`config.mk`:
```
export PLATFORM = sky130hd
export DESIGN_NAME = spill_register
export DESIGN_NICKNAME = d
export VERILOG_FILES = /design/src/verilog/spill_register.sv
export SDC_FILE = /design/constraint.sdc
export NUM_CORES = 1
export LEC_CHECK = 0
export BUFFER_PORTS_ARGS = -buffer_cell sky130_fd_sc_hd__buf_2
export CORE_AREA = 2 2 39 41
export CTS_CLUSTER_DIAMETER = 60
export DETAILED_ROUTE_END_ITERATION = 8
export DIE_AREA = 0 0 41 43
export GPL_ROUTABILITY_DRIVEN = 0
export GPL_TIMING_DRIVEN = 0
export PLACE_DENSITY_LB_ADDON = 0.25
export SLEW_MARGIN = 0
export SYNTH_ARGS = -nofsm -noshare
export SYNTH_HDL_FRONTEND = slang
export SYNTH_SLANG_ARGS = --single-unit
```
`constraint.sdc`:
```
create_clock -name clk_i -period 1.2 [get_ports clk_i]
set_clock_uncertainty 0.15 [all_clocks]
set_input_delay 0.18 -clock clk_i [delete_from_list [all_inputs] [get_ports clk_i]]
set_output_delay 0.18 -clock clk_i [all_outputs]
set_load 0.005 [all_outputs]
```
`src/verilog/spill_register.sv`:
```
// Two-entry valid/ready buffer that registers both the data and the ready path
module spill_register #(
  parameter type T = logic
) (
  input  logic clk_i,
  input  logic arst_n_i,
  input  T     data_i,
  input  logic valid_i,
  output logic ready_o,
  output T     data_o,
  output logic valid_o,
  input  logic ready_i
);

  // Slot A takes new data, slot B catches it on a stall
  T     a_data_q;
  T     b_data_q;
  logic a_full_q;
  logic b_full_q;

  logic a_fill;
  logic a_drain;
  logic b_fill;
  logic b_drain;

  // Input transfer lands in A
  assign a_fill  = valid_i && ready_o;
  // A always empties while B is free, either downstream or into B
  assign a_drain = a_full_q && !b_full_q;
  // Downstream stalled, park A's entry in B
  assign b_fill  = a_drain && !ready_i;
  assign b_drain = b_full_q && ready_i;

  // Fill flags
  always_ff @(posedge clk_i or negedge arst_n_i) begin
    if (!arst_n_i) begin
      a_full_q <= 1'b0;
      b_full_q <= 1'b0;
    end else begin
      if (a_fill || a_drain) begin
        a_full_q <= a_fill;
      end
      if (b_fill || b_drain) begin
        b_full_q <= b_fill;
      end
    end
  end

  // Payload slots
  always_ff @(posedge clk_i) begin
    if (a_fill) begin
      a_data_q <= data_i;
    end
    if (b_fill) begin
      b_data_q <= a_data_q;
    end
  end

  // B holds the older entry, so it goes out first
  assign valid_o = a_full_q || b_full_q;
  assign data_o  = b_full_q ? b_data_q : a_data_q;
  // Stop only once both slots are taken
  assign ready_o = !a_full_q || !b_full_q;

endmodule : spill_register

```
==> results.json <==
{
  "worstHoldEndpoint": "b_full_q",
  "endpoint_kind": "primary output",
  "cts.clk_slew.worst_paths_ps": 40,
  "grt_pass1_wl_um": 572,
  "ys_types": 9,
  "io_buffers": 7,
  "numCtsBuffers": 3,
  "worstSetupPathType": "flop to primary output",
  "layout_commonest_cell": "buf_2",
  "grt_max_degree": 7,
  "drtPass1Iterations": 1,
  "core_um2": 1380,
  "maxSlewViolCount": 0,
  "wl_per_cell_um": 8.57,
  "finalPower_uw": 414,
  "area.growth.synth_to_final_pct": 88.9,
  "die_h_um": 43,
  "pwr-share-comb": 0.156,
  "maxCapViolCount": 0,
  "vias": 152,
  "clock.fmax_mhz": 713,
  "rrSetupSlack_ps": 0,
  "vias_per_cell": 3.45,
  "p_leak_uw": 0.000138,
  "postRouteAntennaNets": 0,
  "seq_power_share": 0.394,
  "synth_area_leaders": "edfxtp_1, dfrtp_1, mux2_4",
  "drt_wl_total_um": 377,
  "timing.rr.start": "b_full_q",
  "run_status": "finished with violations",
  "synth_seq_cells": 4,
  "nets": 34,
  "worst_pin_slew_ps": 159,
  "clk_latency_ps": 240,
  "use_met2": 0.0719,
  "synth.avg_cell_area_um2": 15.4,
  "remaining_drc_errors": 0,
  "antenna_cells": 0,
  "dpl.cell_count": 34,
  "grt_setup_unrepaired": "yes",
  "fp.dieW_um": 41,
  "critPathMaxFanout": 4,
  "p_int_uw": 325,
  "num_rows": 14,
  "r2r_end": "b_data_q",
  "synthesis.nets": 16,
  "cts_buffer_depth": 2,
  "vdd_drop_max_v": 0.000624,
  "holdWs_ps": 71.3,
  "p_switching_uw": 89.0,
  "grt_overflow": 0,
  "whs_path_depth": 2,
  "ys.warnings.count": 0,
  "reg2reg_depth": 2,
  "setup_ws_ps": -202,
  "cts_root_buffer": "clkbuf_4",
  "arrival_ps": 1070,
  "io_pins": 8,
  "p_clk_frac": 0.450,
  "ys_seq_area_frac": 0.652,
  "gr-usage-met1": 0.0521,
  "fin_crit_ps": 1400,
  "final-hold-violation-count": 0,
  "first_global_vias": 155,
  "track_usage": 0.0514,
  "final_cells": 44,
  "die_area_um2": 1760,
  "final_cell_mix": "buf_2, clkbuf_4, dlygate4sd3_1, buf_4, edfxtp_1",
  "netSwitchingFraction": 0.215,
  "drive_gt1_frac": 0.679,
  "max_stage_delay_ps": 420,
  "use_met3": 0.0471,
  "synth_top_area_share": 0.356,
  "gr-max-usage-layer": "met2",
  "ctsHtreeMaxLevel": 1,
  "start_kind": "flop",
  "antenna_found_initial": 0,
  "post-route-period-util": 1.17,
  "postSynthCellCount": 11,
  "setup_viol": 4,
  "drt_first_iter_violations": 0,
  "failed_checks": "negative setup slack",
  "preCtsSetupSlack_ps": -17.1,
  "synth_top_area_cell": "edfxtp_1",
  "netlist_area_um2": 169,
  "critPathSlowestCell": "dfrtp_2",
  "path_cells": "mux2_4 > buf_6",
  "power_density_nw_per_um2": 1300,
  "hold_path_class": "input port to flop",
  "critical_path_required_ps": 870,
  "timing.slew.headroom": 0.893,
  "post-route-util": 0.231,
  "cts_tree": "done",
  "clkSinkCount": 4,
  "initial_utilization": 0.122,
  "min_from": "ready_i"
}
layout make-up:
type / instances / area, µm²
Fill cell: 160 / 1060
Sequential cell: 4 / 111
Timing Repair Buffer: 13 / 93.8
Multi-Input combinational cell: 7 / 67.6
Clock buffer: 4 / 26.3
Tap cell: 16 / 20.0
flip-flops by register name, summed over array words and instances (netlist names):
name / count
b_full_q: 1
b_data_q: 1
a_data_q: 1
a_full_q: 1
stage by stage:
step           instance area, µm²  TNS, ps
4_1_cts                       294     -343
3_5_place_dp                  224    -32.4
6_report                      319     -387
5_1_grt                       319     -524
3_3_place_gp                  224        0
2_1_floorplan                 169        0
cell families (layout without fill, tap and decap cells):
logic type / count (synthesis) / after routing / share of synthesized area
AO/OA/AOI/OAI: 3 / 3 / 0.156
buffers and inverters: 0 / 17 / 0
flip-flops: 4 / 4 / 0.652
multiplexers: 1 / 1 / 0.0889
AND/OR/NAND/NOR: 3 / 3 / 0.104
worst max path at each step:
stage          slack [ps]      from       end  cells after the start
3_5_place_dp          -20  b_full_q    data_o                      2
3_3_place_gp           20  b_full_q    data_o                      2
5_1_grt              -240  b_full_q    data_o                      2
6_report             -200  b_full_q    data_o                      2
2_1_floorplan         110  b_full_q  b_data_q                      1
4_1_cts              -200  b_full_q    data_o                      2
power by group through the flow:
stage | Combinational (µW) | Clock (µW) | Sequential [µW]
after floorplan | 19.0 | 0 | 164
after global placement | 34.9 | 0 | 166
after detailed placement | 35.4 | 0 | 168
after CTS | 50.9 | 189 | 164
after global routing | 71.1 | 205 | 164
final | 64.7 | 186 | 163
cells in the mapped netlist (all sizes together):
cell type and instances:
or2 1, o21ba 1, a21o 1, dfrtp 2
a21boi 1, edfxtp 2, mux2 1, nor3b 1
nand2 1
metal layers:
layer / part of all wire / wire, µm / up-vias
met5: 0 / 0 / -
met4: 0 / 0 / 0
met3: 0.16 / 59 / 0
met2: 0.44 / 165 / 10
met1: 0.41 / 153 / 69
li1: - / - / 73
worst max-delay path, delay by kind of cell, from the launching register on:
family | cells | cell delay, ps
flops | 1 | 420
mux | 1 | 310
buf+inv | 1 | 110
repair_timing:
action	in CTS	in global routing
endpoints found under the hold margin	4	0
pin swaps	1	0
buffers inserted	1	2
resized for setup	3	2
setup endpoints to repair	4	5
hold buffers	3	0
(Power assumes the default switching activity.)
