--- src/verilog/vec_acc_cfg.svh ---
// Vector accelerator sizing macros for lanes, vector registers and elements
`ifndef VEC_ACC_CFG_SVH
`define VEC_ACC_CFG_SVH

// Number of parallel vector lanes
// Must be a power of two
`define VEC_NR_LANES 2

// Bits per vector register
// Must be a power of two and at least VEC_ELEN times VEC_NR_LANES
`define VEC_VLEN 256

// Element width in bits
`define VEC_ELEN 32

// Number of architectural vector registers
// At most 8, register names are 3 bits wide
`define VEC_NR_VREGS 8

// Elements of one vector register held by each lane
`define VEC_ELEMS_PER_LANE (`VEC_VLEN / `VEC_ELEN / `VEC_NR_LANES)

// Width of the row index inside a lane, never below one bit
`define VEC_ROW_W ((`VEC_ELEMS_PER_LANE > 1) ? $clog2(`VEC_ELEMS_PER_LANE) : 1)

`endif

--- src/verilog/vec_pkg.sv ---
// Vector accelerator types shared by the dispatcher, the lanes and the top level
`include "vec_acc_cfg.svh"

package vec_pkg;

  // One vector element, arithmetic wraps at this width
  typedef logic [`VEC_ELEN-1:0] elem_t;

  // Vector register name
  typedef logic [2:0] vreg_idx_t;

  // Row inside one lane's slice of a vector register
  typedef logic [`VEC_ROW_W-1:0] row_idx_t;

  // Supported instructions
  // Any other 4-bit code is carried as is and decodes as illegal
  typedef enum logic [3:0] {
    VMV_VX  = 4'h0,
    VADD_VX = 4'h1,
    VADD_VV = 4'h2,
    VAND_VV = 4'h3,
    VXOR_VV = 4'h4,
    VREDSUM = 4'h5,
    VMV_XS  = 4'h6
  } vec_op_e;

  // Request from the scalar core
  typedef struct packed {
    vec_op_e   op;
    vreg_idx_t vd;
    vreg_idx_t vs1;
    vreg_idx_t vs2;
    elem_t     rs1;
  } acc_req_t;

  // Response back to the scalar core
  typedef struct packed {
    elem_t result;
    logic  error;
  } acc_resp_t;

  // Command broadcast to every lane, one row per cycle
  typedef struct packed {
    vec_op_e   op;
    vreg_idx_t vd;
    vreg_idx_t vs1;
    vreg_idx_t vs2;
    elem_t     scalar;
    row_idx_t  row;
    // Restarts the reduction accumulator
    logic      first;
  } lane_cmd_t;

  // Dispatcher sequencing
  typedef enum logic [1:0] {
    IDLE,
    ISSUE,
    DRAIN,
    RESP
  } disp_state_e;

endpackage : vec_pkg

--- src/verilog/vec_dispatcher.sv ---
// Vector dispatcher that decodes requests, sequences lane rows and builds responses
`include "vec_acc_cfg.svh"

module vec_dispatcher (
  input  logic               clk_i,
  input  logic               arst_n_i,
  // Request side
  input  vec_pkg::acc_req_t  acc_req_i,
  input  logic               acc_req_valid_i,
  output logic               acc_req_ready_o,
  // Response side
  output vec_pkg::acc_resp_t acc_resp_o,
  output logic               acc_resp_valid_o,
  input  logic               acc_resp_ready_i,
  // Lane broadcast
  output vec_pkg::lane_cmd_t lane_cmd_o,
  output logic               lane_cmd_valid_o,
  // Lane results
  input  vec_pkg::elem_t     lane_acc_i [`VEC_NR_LANES],
  input  vec_pkg::elem_t     lane_rd_i  [`VEC_NR_LANES]
);

  vec_pkg::disp_state_e state_q;
  vec_pkg::disp_state_e state_d;

  // Latched request and decode
  vec_pkg::acc_req_t req_q;
  logic              illegal_q;
  logic              req_legal;
  logic              req_hs;

  // Row sequencing
  vec_pkg::row_idx_t row_q;
  logic              last_row;

  // Result path
  vec_pkg::elem_t red_sum;
  vec_pkg::elem_t result_q;

  // Only one instruction in flight
  assign acc_req_ready_o = (state_q == vec_pkg::IDLE);
  assign req_hs          = acc_req_valid_i && acc_req_ready_o;

  assign req_legal = acc_req_i.op inside {vec_pkg::VMV_VX, vec_pkg::VADD_VX,
                                          vec_pkg::VADD_VV, vec_pkg::VAND_VV,
                                          vec_pkg::VXOR_VV, vec_pkg::VREDSUM,
                                          vec_pkg::VMV_XS};

  assign last_row = (row_q == vec_pkg::row_idx_t'(`VEC_ELEMS_PER_LANE - 1));

  // Next state
  always_comb begin
    state_d = state_q;
    unique case (state_q)
      vec_pkg::IDLE: begin
        if (req_hs) begin
          // Element 0 readback and illegal codes need no row pass
          if (!req_legal || acc_req_i.op == vec_pkg::VMV_XS) begin
            state_d = vec_pkg::DRAIN;
          end else begin
            state_d = vec_pkg::ISSUE;
          end
        end
      end
      vec_pkg::ISSUE: begin
        if (last_row) begin
          state_d = vec_pkg::DRAIN;
        end
      end
      vec_pkg::DRAIN: state_d = vec_pkg::RESP;
      vec_pkg::RESP: begin
        if (acc_resp_ready_i) begin
          state_d = vec_pkg::IDLE;
        end
      end
      default: state_d = vec_pkg::IDLE;
    endcase
  end

  // Control registers
  always_ff @(posedge clk_i or negedge arst_n_i) begin
    if (!arst_n_i) begin
      state_q   <= vec_pkg::IDLE;
      row_q     <= '0;
      illegal_q <= 1'b0;
    end else begin
      state_q <= state_d;
      if (req_hs) begin
        illegal_q <= !req_legal;
        row_q     <= '0;
      end else if (state_q == vec_pkg::ISSUE) begin
        row_q <= row_q + vec_pkg::row_idx_t'(1);
      end
    end
  end

  // Modulo sum of the lane partial sums
  always_comb begin
    red_sum = '0;
    for (int l = 0; l < `VEC_NR_LANES; l++) begin
      red_sum = red_sum + lane_acc_i[l];
    end
  end

  // Request copy and reduction result
  always_ff @(posedge clk_i) begin
    if (req_hs) begin
      req_q <= acc_req_i;
    end
    // Lane accumulators settled after the last row
    if (state_q == vec_pkg::DRAIN) begin
      result_q <= (req_q.op == vec_pkg::VREDSUM) ? red_sum : '0;
    end
  end

  // One row per cycle in ISSUE
  // VMV_XS sends a lone row-0 read in DRAIN
  assign lane_cmd_valid_o = (state_q == vec_pkg::ISSUE) ||
                            (state_q == vec_pkg::DRAIN && !illegal_q &&
                             req_q.op == vec_pkg::VMV_XS);

  assign lane_cmd_o.op     = req_q.op;
  assign lane_cmd_o.vd     = req_q.vd;
  assign lane_cmd_o.vs1    = req_q.vs1;
  assign lane_cmd_o.vs2    = req_q.vs2;
  assign lane_cmd_o.scalar = req_q.rs1;
  assign lane_cmd_o.row    = (state_q == vec_pkg::ISSUE) ? row_q : '0;
  assign lane_cmd_o.first  = (state_q == vec_pkg::DRAIN) || (row_q == '0);

  // Element 0 lives in lane 0, its read register is stable through RESP
  assign acc_resp_valid_o  = (state_q == vec_pkg::RESP);
  assign acc_resp_o.result = (!illegal_q && req_q.op == vec_pkg::VMV_XS) ?
                             lane_rd_i[0] : result_q;
  assign acc_resp_o.error  = illegal_q;

endmodule : vec_dispatcher

--- config.mk ---
export PLATFORM = sky130hd
export DESIGN_NAME = vec_dispatcher
export DESIGN_NICKNAME = d
export VERILOG_FILES = /design/src/verilog/vec_pkg.sv /design/src/verilog/vec_dispatcher.sv
export VERILOG_INCLUDE_DIRS = /design/src /design/src/verilog
export SDC_FILE = /design/constraint.sdc
export NUM_CORES = 1
export LEC_CHECK = 0
export BUFFER_PORTS_ARGS = -buffer_cell sky130_fd_sc_hd__buf_2
export CAP_MARGIN = 5
export CORE_UTILIZATION = 40
export CTS_CLUSTER_SIZE = 25
export DETAILED_ROUTE_END_ITERATION = 8
export HOLD_SLACK_MARGIN = 0.05
export PLACE_DENSITY = 0.72
export SLEW_MARGIN = 40
export SYNTH_ARGS = -nofsm -noshare
export SYNTH_HDL_FRONTEND = slang
export SYNTH_SLANG_ARGS = --single-unit
--- constraint.sdc ---
create_clock -name clk_i -period 3 [get_ports clk_i]
set_clock_uncertainty 0.05 [all_clocks]
set_input_delay 0.45 -clock clk_i [delete_from_list [all_inputs] [get_ports clk_i]]
set_output_delay 0.45 -clock clk_i [all_outputs]
set_load 0.1 [all_outputs]
==> flow_metrics.env <==
export IMPL_maxCapViolCount=0
export IMPL_clk_insertion_delay_late_ns=0.33
export IMPL_hold_viol_final=0
export IMPL_place_hpwl_um=10700
export IMPL_relSlewSlack=0.546
export IMPL_crit_path_cell_trace="buf_2, ha_1, fa_1, a21o_1, a221o_2, a31oi_4, o21ai_0, buf_4, a21oi_1, xor2_1, nor2_1"
export IMPL_cpMaxStageDelayCell="fa_1"
export IMPL_worstMarginPinSlew_ns=0.681
export IMPL_drive_gt1_frac=0.445
export IMPL_multi_input_comb_area_um2=2400
export IMPL_path_class="primary input to flip-flop"
export IMPL_crit_path_start_kind="primary input"
export IMPL_clockRootBuffer="clkbuf_16"
export IMPL_syn_nets=655
export IMPL_fin_crit_ns=2.72
export IMPL_pin_count=261
export IMPL_drc=0
export IMPL_wl_met2_um=6790
export IMPL_max_freq_mhz=367
export IMPL_status="complete, no violations"
export IMPL_cts_htree_levels=3
export IMPL_final_util=0.593
export IMPL_track_usage=0.207
export IMPL_post_cts_setup_buffer_count=0
export IMPL_totalWireLength_um=13200
export IMPL_grt_setup_unrepaired="false"
export IMPL_leakage_nw=3.18
export IMPL_placed_cells=820
export IMPL_die_w_um=113
export IMPL_drt_iter0_markers=224
export IMPL_fin_cells=837
export IMPL_synth_warning_count=0
export IMPL_synth_async_reset_ratio=0.0610
export IMPL_fin_crit_sh=0.908
export IMPL_syn_to_final_growth_pct=44.2
export IMPL_synth_area_leader_cell="edfxtp_1"
export IMPL_post_route_cell_area_um2=7130
export IMPL_wl_met3_um=832
export IMPL_row_count=40
export IMPL_vias=4435
export IMPL_worst_path_max_fanout=5
export IMPL_cp_arrival_ns=2.76
export IMPL_grt_start_max_net_pins=34
export IMPL_seqCellArea_um2=2440
export IMPL_drv_slew=0
export IMPL_final_setup_viol_count=0
export IMPL_worstPathRequired_ns=3.03
export IMPL_overflow=0
export IMPL_ant_nets=0
export IMPL_start_util=0.411
export IMPL_ir_worst_vdd_v=0.000408
export IMPL_end_kind="flip-flop"
export IMPL_n_fill_cell=1031
export IMPL_wl_per_cell_um=15.8
export IMPL_cts_tree="yes"
export IMPL_grt_pass1_vias=4356
export IMPL_synthTopCellsByArea="edfxtp_1, ha_1, mux2_2"
export IMPL_core_area_um2=12000
export IMPL_netlist_area_um2=4940
export IMPL_antenna_found_initial=0
export IMPL_syn_avg_cell_area_um2=11.2
export IMPL_dr_pass1_iters=4
export IMPL_synthFlopType="edfxtp_1"
export IMPL_port_buffers=228
export IMPL_diodes=0
export IMPL_gp_congestion=0.920
export IMPL_power_density_nw_per_um2=902
export IMPL_numCtsBuffers=9
export IMPL_layout_nets=900
export IMPL_min_path_type="primary input to flip-flop"
export IMPL_ys_ff_latch=82
export IMPL_drt_met1_wl_um=5310
export IMPL_yosysSeqAreaShare=0.493
export IMPL_clockBufferDepth=2
export IMPL_grt_pass1_wl_um=20700
export IMPL_whs_ns=0.242
export IMPL_die_area_um2=12800
export IMPL_slowest_delay_ns=0.39
export IMPL_path_clk_slew_ns=0.06
export IMPL_via_per_inst=5.30
export IMPL_netlist_instances=440
export IMPL_die_h_um=113
export IMPL_synth_edff_count=77
export IMPL_ys_types=54
export IMPL_cts_sinks=82
export IMPL_dpl_cell_area_um2=6840
export IMPL_routed_top_layer="met4"
export IMPL_synth_top_area_frac=0.468
-- logic make-up (layout without fill, tap and decap cells) --
family,after synthesis,after routing,share of synthesized area
fa+ha+maj,38,38,0.0977
xor+xnor,25,25,0.0443
mux,35,35,0.0790
compound gates,105,105,0.139
flops,82,82,0.493
buf+inv,28,278,0.0225
simple gates,127,127,0.125
-- per-stage QoR --
| step | total power, mW | setup WS [ns] | setup TNS [ns] |
|---|---|---|---|
| global route | 6.68 | 0.140 | 0 |
| detailed placement | 5.44 | -0.0671 | -0.110 |
| global placement | 5.39 | -0.0138 | -0.0236 |
| floorplan | 4.38 | 0.146 | 0 |
| finish | 6.43 | 0.277 | 0 |
| CTS | 6.47 | 0.285 | 0 |
-- critical path: cells and delay by family --
kind	cells	cell delay, ns
xor gates and xnor gates	1	0.17
and+or+nand+nor	1	0.05
adders and majority gates	2	0.61
AOI/OAI and AO/OA	5	1.19
buffers and inverters	2	0.29
-- synthesized netlist by cell type, types with 2 or more instances --
library cell and instances:
a211o_1 2, a211oi_1 6, a21boi_0 2, a21o_1 11, a21oi_1 34, a31o_2 2, a31oi_1 6, a41oi_1 2
and2_1 7, and3_1 4, buf_1 4, buf_2 2, clkbuf_1 8, dfrtp_1 5, edfxtp_1 77, ha_1 37
inv_1 13, mux2_2 32, mux2i_1 3, nand2_1 28, nand2b_1 6, nand3_1 9, nand4_1 11, nor2_1 41
nor3_1 9, nor4_1 3, o211ai_1 4, o21a_1 3, o21ai_0 19, o21bai_1 3, xnor2_1 14, xor2_1 11
-- final timing paths --
kind / start / endpoint / slack [ns] / cells after the start
max: lane_acc_i[0] / result_q[16] / 0.28 / 11
max reg2reg: lane_cmd_o[47] / result_q[22] / 0.82 / 4
min: acc_req_i[29] / lane_cmd_o[32] / 0.24 / 1
min reg2reg: illegal_q / illegal_q / 0.53 / 2
max in group asynchronous: arst_n_i / state_q[1] / 2.35 / 2
min in group asynchronous: arst_n_i / illegal_q / 0.42 / 2
-- cell type report --
| type | count | area share |
|---|---|---|
| clock buffer | 10 | 0.0321 |
| clock inverter | 6 | 0.00702 |
| inverter | 13 | 0.00685 |
| multi-input combinational | 330 | 0.336 |
| sequential | 82 | 0.342 |
| tap | 147 | 0.0258 |
| timing repair buffer | 249 | 0.250 |
-- sequential cells by signal, summed over array words and instances, names as in the netlist --
register    cells
illegal_q       1
lane_cmd_o     45
result_q       32
row_q           2
state_q         2
-- where the power goes --
part           leakage, nW  internal [mW]  switching, mW
Sequential           0.800           1.60         0.0991
Clock                0.130          0.571          0.454
Combinational         2.25           1.01           2.70
-- what timing repair did --
action | CTS | global route
hold endpoints to repair | 5 | 0
gates resized for setup | 0 | 0
hold buffers | 1 | 0
-- layer usage --
layer	vias to the layer above	GRT usage
met1	2068	0.242
met5	-	0
met2	192	0.379
met4	0	0.0825
li1	2151	-
met3	24	0.0327
-- layout by cell type, fill, tap and decap left out, types with 13 or more instances in the layout --
| master | synthesis | layout |
|---|---|---|
| a21oi_1 | 34 | 34 |
| o21ai_0 | 19 | 19 |
| buf_4 | 1 | 20 |
| nand2_1 | 28 | 28 |
| buf_12 | 0 | 32 |
| nor2_1 | 41 | 41 |
| buf_2 | 2 | 196 |
| inv_1 | 13 | 13 |
| ha_1 | 37 | 36 |
| mux2_2 | 32 | 32 |
| xnor2_1 | 14 | 14 |
| edfxtp_1 | 77 | 77 |
Power figures use the tool's default switching activity.
